===== src/RiscvPkg.sv =====
package RiscvPkg;

	localparam int XLEN = 32; // Data and address width
	localparam int RegNumWidth = 5;
	localparam int RegCount = 2 ** RegNumWidth;
	localparam int Func3Width = 3;
	localparam int DmemWords = 64; // Data memory depth in words
	localparam int DmemAddrWidth = $clog2(DmemWords);

	// Sequential instruction step
	localparam logic [XLEN-1:0] PcStep = 4;

	// RV32I major opcodes
	typedef enum logic [6:0]
	{
		OpImm  = 7'b0010011,
		Op     = 7'b0110011,
		Lui    = 7'b0110111,
		Auipc  = 7'b0010111,
		Jal    = 7'b1101111,
		Jalr   = 7'b1100111,
		Branch = 7'b1100011,
		Load   = 7'b0000011,
		Store  = 7'b0100011
	} Opcode;

	typedef enum logic [3:0]
	{
		Add,
		Sub,
		Sll,
		Slt,
		Sltu,
		Xor,
		Srl,
		Sra,
		Or,
		And,
		PassB // Second ALU input straight through
	} AluOp;

	// Operand source, execute beats write-back beats register file
	typedef enum logic [1:0]
	{
		FromReg,
		FromExecute,
		FromWriteBack
	} FwdSel;

endpackage


===== src/DataMemory.sv =====
`timescale 1ns/1ns
module DataMemory (
	input  logic                               clk,
	input  logic                               writeEnable,
	input  logic [RiscvPkg::DmemAddrWidth-1:0] address,
	input  logic [RiscvPkg::XLEN-1:0]          writeData,
	output logic [RiscvPkg::XLEN-1:0]          readData
);

	logic [RiscvPkg::XLEN-1:0] mem [RiscvPkg::DmemWords];

	initial
	begin
		for (int i = 0; i < RiscvPkg::DmemWords; i++)
			mem[i] = '0;
	end

	always_ff @(posedge clk)
	begin
		if (writeEnable)
			mem[address] <= writeData;
		readData <= mem[address]; // Old data on a same-cycle write
	end

endmodule


===== src/RegsFile.sv =====
`timescale 1ns/1ns
module RegsFile (
	input  logic                             clk,
	input  logic                             rstN,
	input  logic [RiscvPkg::RegNumWidth-1:0] readNum0,
	input  logic [RiscvPkg::RegNumWidth-1:0] readNum1,
	output logic [RiscvPkg::XLEN-1:0]        readData0,
	output logic [RiscvPkg::XLEN-1:0]        readData1,
	input  logic                             writeEnable,
	input  logic [RiscvPkg::RegNumWidth-1:0] writeNum,
	input  logic [RiscvPkg::XLEN-1:0]        writeData
);

	logic [RiscvPkg::XLEN-1:0] regs [RiscvPkg::RegCount];

	always_ff @(posedge clk)
	begin
		if (!rstN)
		begin
			for (int i = 0; i < RiscvPkg::RegCount; i++)
				regs[i] <= '0;
		end
		else if (writeEnable && writeNum != '0)
		begin
			regs[writeNum] <= writeData; // x0 stays zero
		end
	end

	assign readData0 = regs[readNum0];
	assign readData1 = regs[readNum1];

endmodule


===== src/Forward.sv =====
`timescale 1ns/1ns
module Forward (
	input  logic [RiscvPkg::RegNumWidth-1:0] srcNum0,
	input  logic [RiscvPkg::RegNumWidth-1:0] srcNum1,
	input  logic [RiscvPkg::RegNumWidth-1:0] exRd,
	input  logic                             exWritesReg,
	input  logic                             exIsLoad,
	input  logic [RiscvPkg::RegNumWidth-1:0] wbNum,
	input  logic                             wbEnable,
	output RiscvPkg::FwdSel                  selA,
	output RiscvPkg::FwdSel                  selB
);

	function automatic RiscvPkg::FwdSel pick(input logic [RiscvPkg::RegNumWidth-1:0] src);
		if (src != '0 && exWritesReg && !exIsLoad && src == exRd)
			pick = RiscvPkg::FromExecute; // Newest value wins
		else if (src != '0 && wbEnable && src == wbNum)
			pick = RiscvPkg::FromWriteBack;
		else
			pick = RiscvPkg::FromReg;
	endfunction

	assign selA = pick(srcNum0);
	assign selB = pick(srcNum1);

endmodule


===== src/Hazard.sv =====
`timescale 1ns/1ns
module Hazard (
	input  logic                             exValid,
	input  logic                             exIsLoad,
	input  logic [RiscvPkg::RegNumWidth-1:0] exRd,
	input  logic [RiscvPkg::RegNumWidth-1:0] srcNum0,
	input  logic [RiscvPkg::RegNumWidth-1:0] srcNum1,
	input  logic                             srcUses0,
	input  logic                             srcUses1,
	output logic                             stall
);

	logic match0;
	logic match1;

	assign match0 = srcUses0 && srcNum0 == exRd;
	assign match1 = srcUses1 && srcNum1 == exRd;

	// Load result is only ready in write-back
	assign stall = exValid && exIsLoad && exRd != '0 && (match0 || match1);

endmodule


===== src/Execute.sv =====
`timescale 1ns/1ns
module Execute (
	input  logic                             clk,
	input  logic                             rstN,
	input  logic                             exValid,
	input  RiscvPkg::AluOp                   exOp,
	input  RiscvPkg::Opcode                  exOpcode,
	input  logic [RiscvPkg::Func3Width-1:0]  exFunc3,
	input  logic [RiscvPkg::XLEN-1:0]        operand0,
	input  logic [RiscvPkg::XLEN-1:0]        operand1,
	input  logic [RiscvPkg::XLEN-1:0]        imm,
	input  logic [RiscvPkg::XLEN-1:0]        exPc,
	input  logic [RiscvPkg::RegNumWidth-1:0] exRd,
	input  logic                             exWritesReg,
	output logic [RiscvPkg::XLEN-1:0]        aluResult,
	output logic                             redirect,
	output logic [RiscvPkg::XLEN-1:0]        redirectPc,
	output logic                             writeEnable,
	output logic [RiscvPkg::RegNumWidth-1:0] writeNum,
	output logic [RiscvPkg::XLEN-1:0]        writeData
);

	logic [RiscvPkg::XLEN-1:0] aluB;
	logic [RiscvPkg::XLEN-1:0] aluOut;
	logic [4:0] shamt;
	logic [RiscvPkg::XLEN-1:0] linkPc;
	logic [RiscvPkg::XLEN-1:0] jalrSum;
	logic isJump;
	logic takeBranch;
	logic memWrite;
	logic [RiscvPkg::XLEN-1:0] memReadData;
	logic [RiscvPkg::XLEN-1:0] wbResult;
	logic wbIsLoad;

	assign aluB = (exOpcode inside {RiscvPkg::OpImm, RiscvPkg::Load, RiscvPkg::Store}) ?
		imm : operand1;
	assign shamt = aluB[4:0];

	always_comb
	begin
		case (exOp)
			RiscvPkg::Add: aluOut = operand0 + aluB;
			RiscvPkg::Sub: aluOut = operand0 - aluB;
			RiscvPkg::Sll: aluOut = operand0 << shamt;
			RiscvPkg::Slt: aluOut = {{(RiscvPkg::XLEN-1){1'b0}}, $signed(operand0) < $signed(aluB)};
			RiscvPkg::Sltu: aluOut = {{(RiscvPkg::XLEN-1){1'b0}}, operand0 < aluB};
			RiscvPkg::Xor: aluOut = operand0 ^ aluB;
			RiscvPkg::Srl: aluOut = operand0 >> shamt;
			RiscvPkg::Sra: aluOut = $unsigned($signed(operand0) >>> shamt);
			RiscvPkg::Or: aluOut = operand0 | aluB;
			RiscvPkg::And: aluOut = operand0 & aluB;
			RiscvPkg::PassB: aluOut = aluB; // LUI
			default: aluOut = '0;
		endcase
	end

	always_comb
	begin
		case (exFunc3)
			3'b000: takeBranch = operand0 == operand1; // BEQ
			3'b001: takeBranch = operand0 != operand1;
			3'b100: takeBranch = $signed(operand0) < $signed(operand1);
			3'b101: takeBranch = $signed(operand0) >= $signed(operand1);
			3'b110: takeBranch = operand0 < operand1;
			3'b111: takeBranch = operand0 >= operand1; // BGEU
			default: takeBranch = 1'b0;
		endcase
	end

	assign isJump = exOpcode == RiscvPkg::Jal || exOpcode == RiscvPkg::Jalr;
	assign linkPc = exPc + RiscvPkg::PcStep;
	assign jalrSum = operand0 + imm;

	assign aluResult = isJump ? linkPc : aluOut; // Link value for JAL and JALR

	assign redirect = exValid && (isJump || (exOpcode == RiscvPkg::Branch && takeBranch));
	assign redirectPc = (exOpcode == RiscvPkg::Jalr) ?
		{jalrSum[RiscvPkg::XLEN-1:1], 1'b0} : exPc + imm;

	assign memWrite = exValid && exOpcode == RiscvPkg::Store;

	DataMemory dataMemory (
		.clk        (clk),
		.writeEnable(memWrite),
		.address    (aluOut[RiscvPkg::DmemAddrWidth+1:2]), // Word address
		.writeData  (operand1),
		.readData   (memReadData)
	);

	always_ff @(posedge clk)
	begin
		if (!rstN)
			writeEnable <= 1'b0;
		else
			writeEnable <= exValid && exWritesReg;
	end

	always_ff @(posedge clk)
	begin
		writeNum <= exRd;
		wbResult <= aluResult;
		wbIsLoad <= exOpcode == RiscvPkg::Load;
	end

	// Load data arrives from memory in this stage
	assign writeData = wbIsLoad ? memReadData : wbResult;

	NoWriteToZero: assert property (
		@(posedge clk) disable iff (!rstN)
		writeEnable |-> writeNum != '0
	);

endmodule


===== src/FetchUnit.sv =====
`timescale 1ns/1ns
module FetchUnit (
	input  logic                      clk,
	input  logic                      rstN,
	input  logic                      stall,
	input  logic                      redirect,
	input  logic [RiscvPkg::XLEN-1:0] redirectPc,
	output logic [RiscvPkg::XLEN-1:0] pc
);

	always_ff @(posedge clk)
	begin
		if (!rstN)
		begin
			pc <= '0;
		end
		else if (redirect)
		begin
			pc <= redirectPc; // Taken branch or jump from execute
		end
		else if (!stall)
		begin
			pc <= pc + RiscvPkg::PcStep;
		end
	end

	// Only a load in execute stalls, and loads never redirect.
	// A redirect must win outright since it flushes the stalled instruction.
	StallRedirectExclusive: assert property (
		@(posedge clk) disable iff (!rstN)
		!(stall && redirect)
	);

endmodule


===== src/Decode.sv =====
`timescale 1ns/1ns
module Decode (
	input  logic                             clk,
	input  logic                             rstN,
	input  logic [RiscvPkg::XLEN-1:0]        instr,
	input  logic [RiscvPkg::XLEN-1:0]        pc,
	output logic                             stall,
	output logic                             redirect,
	output logic [RiscvPkg::XLEN-1:0]        redirectPc,
	output logic                             wbEnable,
	output logic [RiscvPkg::RegNumWidth-1:0] wbReg,
	output logic [RiscvPkg::XLEN-1:0]        wbData
);

	RiscvPkg::Opcode opcode;
	RiscvPkg::AluOp aluOp;
	logic [RiscvPkg::Func3Width-1:0] func3;
	logic [RiscvPkg::RegNumWidth-1:0] rd;
	logic [RiscvPkg::RegNumWidth-1:0] rs1;
	logic [RiscvPkg::RegNumWidth-1:0] rs2;
	logic legal;
	logic hasRd;
	logic uses0;
	logic uses1;
	logic [RiscvPkg::XLEN-1:0] imm;
	logic [RiscvPkg::XLEN-1:0] readData0;
	logic [RiscvPkg::XLEN-1:0] readData1;
	logic [RiscvPkg::XLEN-1:0] operand0Next;
	logic [RiscvPkg::XLEN-1:0] operand1Next;
	RiscvPkg::FwdSel selA;
	RiscvPkg::FwdSel selB;

	logic exValid; // Execute stage registers
	logic exWritesReg;
	RiscvPkg::AluOp exOp;
	RiscvPkg::Opcode exOpcode;
	logic [RiscvPkg::Func3Width-1:0] exFunc3;
	logic [RiscvPkg::XLEN-1:0] exOperand0;
	logic [RiscvPkg::XLEN-1:0] exOperand1;
	logic [RiscvPkg::XLEN-1:0] exImm;
	logic [RiscvPkg::XLEN-1:0] exPc;
	logic [RiscvPkg::RegNumWidth-1:0] exRd;
	logic exIsLoad;

	logic [RiscvPkg::XLEN-1:0] aluResult; // From execute
	logic writeEnable;
	logic [RiscvPkg::RegNumWidth-1:0] writeNum;
	logic [RiscvPkg::XLEN-1:0] writeData;

	function automatic RiscvPkg::AluOp aluFromFunct(
		input logic [RiscvPkg::Func3Width-1:0] f3,
		input logic alt,
		input logic isReg
	);
		case (f3)
			3'b000:
				if (isReg && alt)
					aluFromFunct = RiscvPkg::Sub;
				else
					aluFromFunct = RiscvPkg::Add; // ADDI has no SUBI
			3'b001: aluFromFunct = RiscvPkg::Sll;
			3'b010: aluFromFunct = RiscvPkg::Slt;
			3'b011: aluFromFunct = RiscvPkg::Sltu;
			3'b100: aluFromFunct = RiscvPkg::Xor;
			3'b101:
				if (alt)
					aluFromFunct = RiscvPkg::Sra;
				else
					aluFromFunct = RiscvPkg::Srl;
			3'b110: aluFromFunct = RiscvPkg::Or;
			default: aluFromFunct = RiscvPkg::And;
		endcase
	endfunction

	function automatic logic [RiscvPkg::XLEN-1:0] pickOperand(
		input RiscvPkg::FwdSel sel,
		input logic [RiscvPkg::XLEN-1:0] regData
	);
		case (sel)
			RiscvPkg::FromExecute: pickOperand = aluResult;
			RiscvPkg::FromWriteBack: pickOperand = writeData;
			default: pickOperand = regData;
		endcase
	endfunction

	assign opcode = RiscvPkg::Opcode'(instr[6:0]);
	assign func3 = instr[14:12];
	assign rd = instr[11:7];
	assign rs1 = instr[19:15];
	assign rs2 = instr[24:20];

	always_comb
	begin
		legal = 1'b1;
		hasRd = 1'b1;
		uses0 = 1'b0;
		uses1 = 1'b0;
		aluOp = RiscvPkg::Add;
		imm = {{(RiscvPkg::XLEN-12){instr[31]}}, instr[31:20]}; // I format
		case (opcode)
			RiscvPkg::OpImm:
			begin
				uses0 = 1'b1;
				aluOp = aluFromFunct(func3, instr[30], 1'b0);
				if (func3 == 3'b001 || func3 == 3'b101)
					imm = {{(RiscvPkg::XLEN-12){1'b0}}, instr[31:20]}; // Unsigned shamt
			end
			RiscvPkg::Op:
			begin
				uses0 = 1'b1;
				uses1 = 1'b1;
				aluOp = aluFromFunct(func3, instr[30], 1'b1);
			end
			RiscvPkg::Lui:
			begin
				aluOp = RiscvPkg::PassB;
				imm = {instr[31:12], 12'b0};
			end
			RiscvPkg::Auipc:
				imm = {instr[31:12], 12'b0};
			RiscvPkg::Jal:
				imm = {{(RiscvPkg::XLEN-20){instr[31]}}, instr[19:12], instr[20],
					instr[30:21], 1'b0};
			RiscvPkg::Jalr:
				uses0 = 1'b1;
			RiscvPkg::Branch:
			begin
				hasRd = 1'b0;
				uses0 = 1'b1;
				uses1 = 1'b1;
				aluOp = RiscvPkg::Sub;
				imm = {{(RiscvPkg::XLEN-12){instr[31]}}, instr[7], instr[30:25],
					instr[11:8], 1'b0};
			end
			RiscvPkg::Load:
				uses0 = 1'b1;
			RiscvPkg::Store:
			begin
				hasRd = 1'b0;
				uses0 = 1'b1;
				uses1 = 1'b1;
				imm = {{(RiscvPkg::XLEN-12){instr[31]}}, instr[31:25], instr[11:7]};
			end
			default:
			begin
				legal = 1'b0; // Unsupported, never issued
				hasRd = 1'b0;
			end
		endcase
	end

	// Forwarded operands, LUI and AUIPC substitute their own inputs
	always_comb
	begin
		operand0Next = pickOperand(selA, readData0);
		operand1Next = pickOperand(selB, readData1);
		if (opcode == RiscvPkg::Lui)
		begin
			operand1Next = imm;
		end
		else if (opcode == RiscvPkg::Auipc)
		begin
			operand0Next = pc;
			operand1Next = imm;
		end
	end

	always_ff @(posedge clk)
	begin
		if (!rstN)
		begin
			exValid <= 1'b0;
			exWritesReg <= 1'b0;
		end
		else
		begin
			exValid <= legal && !stall && !redirect; // Bubble on stall or flush
			exWritesReg <= legal && hasRd && rd != '0 && !stall && !redirect;
		end
	end

	always_ff @(posedge clk)
	begin
		exOp <= aluOp;
		exOpcode <= opcode;
		exFunc3 <= func3;
		exOperand0 <= operand0Next;
		exOperand1 <= operand1Next;
		exImm <= imm;
		exPc <= pc;
		exRd <= rd;
	end

	assign exIsLoad = exOpcode == RiscvPkg::Load;

	assign wbEnable = writeEnable;
	assign wbReg = writeNum;
	assign wbData = writeData;

	RegsFile regsFile (
		.clk        (clk),
		.rstN       (rstN),
		.readNum0   (rs1),
		.readNum1   (rs2),
		.readData0  (readData0),
		.readData1  (readData1),
		.writeEnable(writeEnable),
		.writeNum   (writeNum),
		.writeData  (writeData)
	);

	Execute execute (
		.clk        (clk),
		.rstN       (rstN),
		.exValid    (exValid),
		.exOp       (exOp),
		.exOpcode   (exOpcode),
		.exFunc3    (exFunc3),
		.operand0   (exOperand0),
		.operand1   (exOperand1),
		.imm        (exImm),
		.exPc       (exPc),
		.exRd       (exRd),
		.exWritesReg(exWritesReg),
		.aluResult  (aluResult),
		.redirect   (redirect),
		.redirectPc (redirectPc),
		.writeEnable(writeEnable),
		.writeNum   (writeNum),
		.writeData  (writeData)
	);

	Forward forward (
		.srcNum0    (rs1),
		.srcNum1    (rs2),
		.exRd       (exRd),
		.exWritesReg(exWritesReg),
		.exIsLoad   (exIsLoad),
		.wbNum      (writeNum),
		.wbEnable   (writeEnable),
		.selA       (selA),
		.selB       (selB)
	);

	Hazard hazard (
		.exValid (exValid),
		.exIsLoad(exIsLoad),
		.exRd    (exRd),
		.srcNum0 (rs1),
		.srcNum1 (rs2),
		.srcUses0(uses0),
		.srcUses1(uses1),
		.stall   (stall)
	);

	// Execute only ever sees the supported major opcodes
	ExecuteOpcodeLegal: assert property (
		@(posedge clk) disable iff (!rstN)
		exValid |-> (exOpcode inside {RiscvPkg::OpImm, RiscvPkg::Op, RiscvPkg::Lui,
			RiscvPkg::Auipc, RiscvPkg::Jal, RiscvPkg::Jalr, RiscvPkg::Branch,
			RiscvPkg::Load, RiscvPkg::Store})
	);

endmodule


===== src/RiscvCore.sv =====
`timescale 1ns/1ns
module RiscvCore (
	input  logic                             clk,
	input  logic                             rstN,
	input  logic [RiscvPkg::XLEN-1:0]        instr,
	output logic [RiscvPkg::XLEN-1:0]        pc,
	output logic                             wbEnable,
	output logic [RiscvPkg::RegNumWidth-1:0] wbReg,
	output logic [RiscvPkg::XLEN-1:0]        wbData
);

	logic stall;
	logic redirect;
	logic [RiscvPkg::XLEN-1:0] redirectPc;

	FetchUnit fetchUnit (
		.clk       (clk),
		.rstN      (rstN),
		.stall     (stall),
		.redirect  (redirect),
		.redirectPc(redirectPc),
		.pc        (pc)
	);

	// Instruction arrives combinationally for the current pc
	Decode decode (
		.clk       (clk),
		.rstN      (rstN),
		.instr     (instr),
		.pc        (pc),
		.stall     (stall),
		.redirect  (redirect),
		.redirectPc(redirectPc),
		.wbEnable  (wbEnable),
		.wbReg     (wbReg),
		.wbData    (wbData)
	);

endmodule


===== config.mk =====
export PLATFORM = sky130hd
export DESIGN_NAME = RiscvCore
export DESIGN_NICKNAME = d
export VERILOG_FILES = /design/src/RiscvPkg.sv /design/src/DataMemory.sv /design/src/RegsFile.sv /design/src/Forward.sv /design/src/Hazard.sv /design/src/Execute.sv /design/src/FetchUnit.sv /design/src/Decode.sv /design/src/RiscvCore.sv
export SDC_FILE = /design/constraint.sdc
export NUM_CORES = 2
export LEC_CHECK = 0
export BUFFER_PORTS_ARGS = -buffer_cell sky130_fd_sc_hd__buf_4
export CAP_MARGIN = 20
export CORE_ASPECT_RATIO = 0.8
export CORE_MARGIN = 3
export CORE_UTILIZATION = 50
export DETAILED_ROUTE_END_ITERATION = 7
export PLACE_DENSITY = 0.65
export RECOVER_POWER = 25
export SLEW_MARGIN = 20
export SYNTH_ARGS = -nofsm -noshare
export SYNTH_HDL_FRONTEND = slang
export SYNTH_HIERARCHICAL = 1
export SYNTH_SLANG_ARGS = --single-unit

===== constraint.sdc =====
create_clock -name clk -period 9.5 [get_ports clk]
set_clock_uncertainty 0.2 [all_clocks]
set_input_delay 2.375 -clock clk [delete_from_list [all_inputs] [get_ports clk]]
set_output_delay 2.375 -clock clk [all_outputs]
set_load 0.03 [all_outputs]

==> impl_table.tex <==
\begin{tabular}{lr}
\hline
Metric & Value \\
\hline
\multicolumn{2}{l}{\textbf{Cells and area}} \\
\quad Utilization after layout & 0.560 \\
\quad Net count reported at finish & 12300 \\
\quad Fill cell total of the finished layout & 25300 \\
\quad Synthesis-to-layout area growth & 11.1\% \\
\quad Sequential cell area & 97300 µm² \\
\quad Multi-input gate area & 57900 µm² \\
\quad Layout cells sized above 1 & 0.126 \\
\multicolumn{2}{l}{\textbf{Timing}} \\
\quad Hold Worst Slack & 0.271 ns \\
\quad Relative slew margins & -1.99 \\
\quad Final setup viols & 0 \\
\quad Final min period & 8.63 ns \\
\quad Worst-Margin Slew & 4.48 ns \\
\quad Slew Viols, Final & 1834 \\
\quad Peak clock frequency supported by timing & 116 MHz \\
\quad Post-route setup TNS & 0 ns \\
\quad Unrepaired setup endpoints after global routing & no \\
\quad Post-route clock period utilization & 0.908 \\
\quad Count of endpoints failing hold in the final timing report & 0 \\
\multicolumn{2}{l}{\textbf{Placement}} \\
\quad Post-detail-place hpwl & 384000 µm \\
\quad Port buffer count & 103 \\
\quad Last weighted congestion value of the routability-driven placer & 1.00 \\
\multicolumn{2}{l}{\textbf{Routing}} \\
\quad Mean number of vias per cell & 6.76 \\
\quad Antenna viol nets, final & 0 \\
\quad Final wirelength & 596000 µm \\
\quad Avg WL per Cell & 36.0 µm \\
\quad Drt first-iter violations & 17300 \\
\quad DR pass1 iterations & 6 \\
\quad Routed vias & 112000 \\
\quad DRC viols & 0 \\
\multicolumn{2}{l}{\textbf{Logic synthesis}} \\
\quad Synth async-reset ratio & 0 \\
\quad Commonest cells in the netlist & sky130\_fd\_sc\_hd\_\_edfxtp\_1, sky130\_fd\_sc\_hd\_\_mux2i\_1, sky130\_fd\_sc\_hd\_\_and2\_1, sky130\_fd\_sc\_hd\_\_a21oi\_1, sky130\_fd\_sc\_hd\_\_clkbuf\_1 \\
\quad Number of distinct library cells after synthesis & 116 \\
\quad Synth top area share & 0.581 \\
\quad Cell types occupying the most area after synthesis & sky130\_fd\_sc\_hd\_\_edfxtp\_1, sky130\_fd\_sc\_hd\_\_mux2i\_1, sky130\_fd\_sc\_hd\_\_and2\_1 \\
\quad Cells after Synth & 12100 \\
\quad Post-synth top area cell & sky130\_fd\_sc\_hd\_\_edfxtp\_1 \\
\quad Number of enable-type register cells in the synthesized netlist & 3072 \\
\quad Most frequent cell after synthesis & sky130\_fd\_sc\_hd\_\_edfxtp\_1 \\
\quad Syn Area/Cell & 13.1 µm² \\
\quad Sequential area share after synthesis & 0.613 \\
\quad Most used flip-flop cell after synthesis & sky130\_fd\_sc\_hd\_\_edfxtp\_1 \\
\quad Yosys synthesis warning count & 6 \\
\quad Flops \& latches, synth & 3324 \\
\quad Cell Area, Synth & 159000 µm² \\
\multicolumn{2}{l}{\textbf{Die}} \\
\quad Horiz. Die Dim & 636 µm \\
\quad Overall die height & 510 µm \\
\quad Die ar. & 324000 µm² \\
\quad Site row count & 184 \\
\quad Area of the core & 315000 µm² \\
\quad I/O pin count & 104 \\
\quad Initial standard-cell utilization of the core & 0.504 \\
\multicolumn{2}{l}{\textbf{Flow run}} \\
\quad Maximum capacitance violations & 32 \\
\multicolumn{2}{l}{\textbf{Critical path}} \\
\quad Crit path max-delay cell type & sky130\_fd\_sc\_hd\_\_clkbuf\_1 \\
\quad Category of the worst setup path capture point & flop \\
\quad Maximum net fanout on the critical path & 66 \\
\quad Type of the worst setup path & flop to flop \\
\quad Worst setup SP type & flop \\
\quad Worst endpoint required time & 10.01 ns \\
\quad Worst path arrival time & 9.14 ns \\
\quad Cells along the critical path & clkbuf\_1, mux2i\_1, ha\_1, nor4\_1, o21bai\_1, or3\_1, o21ai\_0, mux2i\_1, or3\_1, a22oi\_1, nor2\_1, a21oi\_1, o21ai\_1 \\
\quad Critical Path Max Stage Delay & 2.95 ns \\
\multicolumn{2}{l}{\textbf{Global route}} \\
\quad Antenna violations before repair & 49 \\
\quad Number of global-route vias before repair & 106000 \\
\quad Global routing usage summed across all routing layers & 0.358 \\
\quad Largest net degree at the start of global routing & 131 \\
\quad Global-route wire length before repair & 826000 µm \\
\quad Overflow left after global routing & 0 \\
\multicolumn{2}{l}{\textbf{Run status}} \\
\quad Violations in the final reports & max-capacitance violations, max-slew violations \\
\quad Status & finished, violations left \\
\multicolumn{2}{l}{\textbf{Clock network}} \\
\quad CTS buffer count & 341 \\
\quad Clock buffer depth & 4 \\
\quad CTS sink cnt & 3324 \\
\quad Number of buffers inserted for hold repair after clock tree synthesis & 0 \\
\quad CTS clk-pin slew, worst paths & 0.06 ns \\
\quad TritonCTS clock tree & yes \\
\quad Library cell used as clock root buffer & sky130\_fd\_sc\_hd\_\_clkbuf\_16 \\
\quad Total number of H-tree levels & 5 \\
\quad Latest clock arrival within the worst-skew pair & 0.92 ns \\
\quad Post-CTS Setup Bufs & 0 \\
\quad Total of cells resized after clock tree synthesis & 0 \\
\multicolumn{2}{l}{\textbf{Power and ir drop}} \\
\quad Sw power & 0.0155 W \\
\quad Part of the power in combinational logic & 0.306 \\
\quad Internal power component & 0.0279 W \\
\quad Fraction of power consumed by sequential logic & 0.396 \\
\quad Clock share of power & 0.297 \\
\quad Maximum ir drop on the vdd rail & 0.208 mV \\
\quad Power per cell area & 246 nW/µm² \\
\quad Static leakage power & 63.3 nW \\
\quad Sum of internal, switching and leakage power & 0.0434 W \\
\quad Switching share of power & 0.358 \\
\multicolumn{2}{l}{\textbf{Hold path}} \\
\quad Classification of the worst-slack hold path & flop to flop \\
\hline
\end{tabular}
[flip-flops by register name (all words and copies together), names as in the netlist, 7 cells and up]
signal                              flops
decode/execute/dataMemory/readData     32
decode/exOpcode                         7
decode/execute/dataMemory/mem        2048
decode/regsFile/regs                 1024
decode/exImm                           32
decode/exOperand0                      32
fetchUnit/pc                           32
decode/execute/wbResult                32
decode/exOperand1                      32
decode/exPc                            32
[final cells by class]
type,instances,area share
Antenna cell,17,0.000241
Clock buffer,430,0.0518
Clock inverter,178,0.00780
Inverter,158,0.00341
Multi-Input combinational cell,7727,0.328
Sequential cell,3324,0.552
Tap cell,4185,0.0297
Timing Repair Buffer,560,0.0267
[final timing paths]
check	depth (start not counted)	startpoint	end	slack, ns
max	13	decode/exOperand1[22]	decode/exOperand0[29]	0.87
min	0	fetchUnit/pc[13]	decode/exPc[13]	0.27
max reg2reg	13	decode/exOperand1[22]	decode/exOperand0[29]	0.87
min reg2reg	0	fetchUnit/pc[13]	decode/exPc[13]	0.27
[kinds of logic (layout without fill, tap and decap cells)]
kind of cell,count (synthesis),after routing,share of synthesized area
and+or+nand+nor,3007,3007,0.102
DFF,3324,3324,0.613
other,1,49,0.0000236
muxes,1657,1657,0.114
adders and majority gates,196,196,0.0156
buffers and inverters,1116,1326,0.0306
AOI/OAI and AO/OA,2698,2698,0.117
xor gates and xnor gates,137,137,0.00756
[stage by stage]
step / instance area (µm²) / setup WS (ns) / std cells
floorplan: 159000 / 1.75 / 12200
global placement: 166000 / 0.451 / 15900
detailed placement: 166000 / 1.22 / 16000
CTS: 176000 / 1.21 / 16600
global route: 176000 / 0.494 / 16600
finish: 176000 / 0.871 / 16600
[routing by layer]
metal	wire (µm)	track usage	up-vias
li1	-	-	46800
met2	257000	0.528	7466
met5	132	0	-
met4	34400	0.174	16
met3	69400	0.0799	1301
met1	236000	0.502	56500
[placed cells by master (no fill, tap or decap), types with 195 or more instances in the layout]
cell type,instances
sky130_fd_sc_hd__edfxtp_1,3072
sky130_fd_sc_hd__a21oi_1,578
sky130_fd_sc_hd__nand3_1,327
sky130_fd_sc_hd__nand2_1,517
sky130_fd_sc_hd__dfxtp_1,245
sky130_fd_sc_hd__mux2_2,195
sky130_fd_sc_hd__a221oi_1,195
sky130_fd_sc_hd__clkbuf_16,346
sky130_fd_sc_hd__buf_4,477
sky130_fd_sc_hd__a22oi_1,469
sky130_fd_sc_hd__o21ai_0,328
sky130_fd_sc_hd__nor2_1,352
sky130_fd_sc_hd__mux2i_1,1360
sky130_fd_sc_hd__a22o_1,208
sky130_fd_sc_hd__and2_1,1015
[power by group through the flow]
stage	Combinational, W	Sequential [W]	Clock [W]
6_report	0.0133	0.0172	0.0129
3_5_place_dp	0.0129	0.0174	0
3_3_place_gp	0.0129	0.0174	0
2_1_floorplan	0.00711	0.0173	0
5_1_grt	0.0137	0.0172	0.0136
4_1_cts	0.0130	0.0171	0.0130
[worst max-delay path: cells and delay by family (launching register included)]
family,cells,cell delay (ns)
mux,2,1.00
fa+ha+maj,1,0.85
simple gates,4,1.49
flops,1,0.31
buf+inv,1,2.95
compound gates,5,1.63
(Power assumes the default switching activity.)
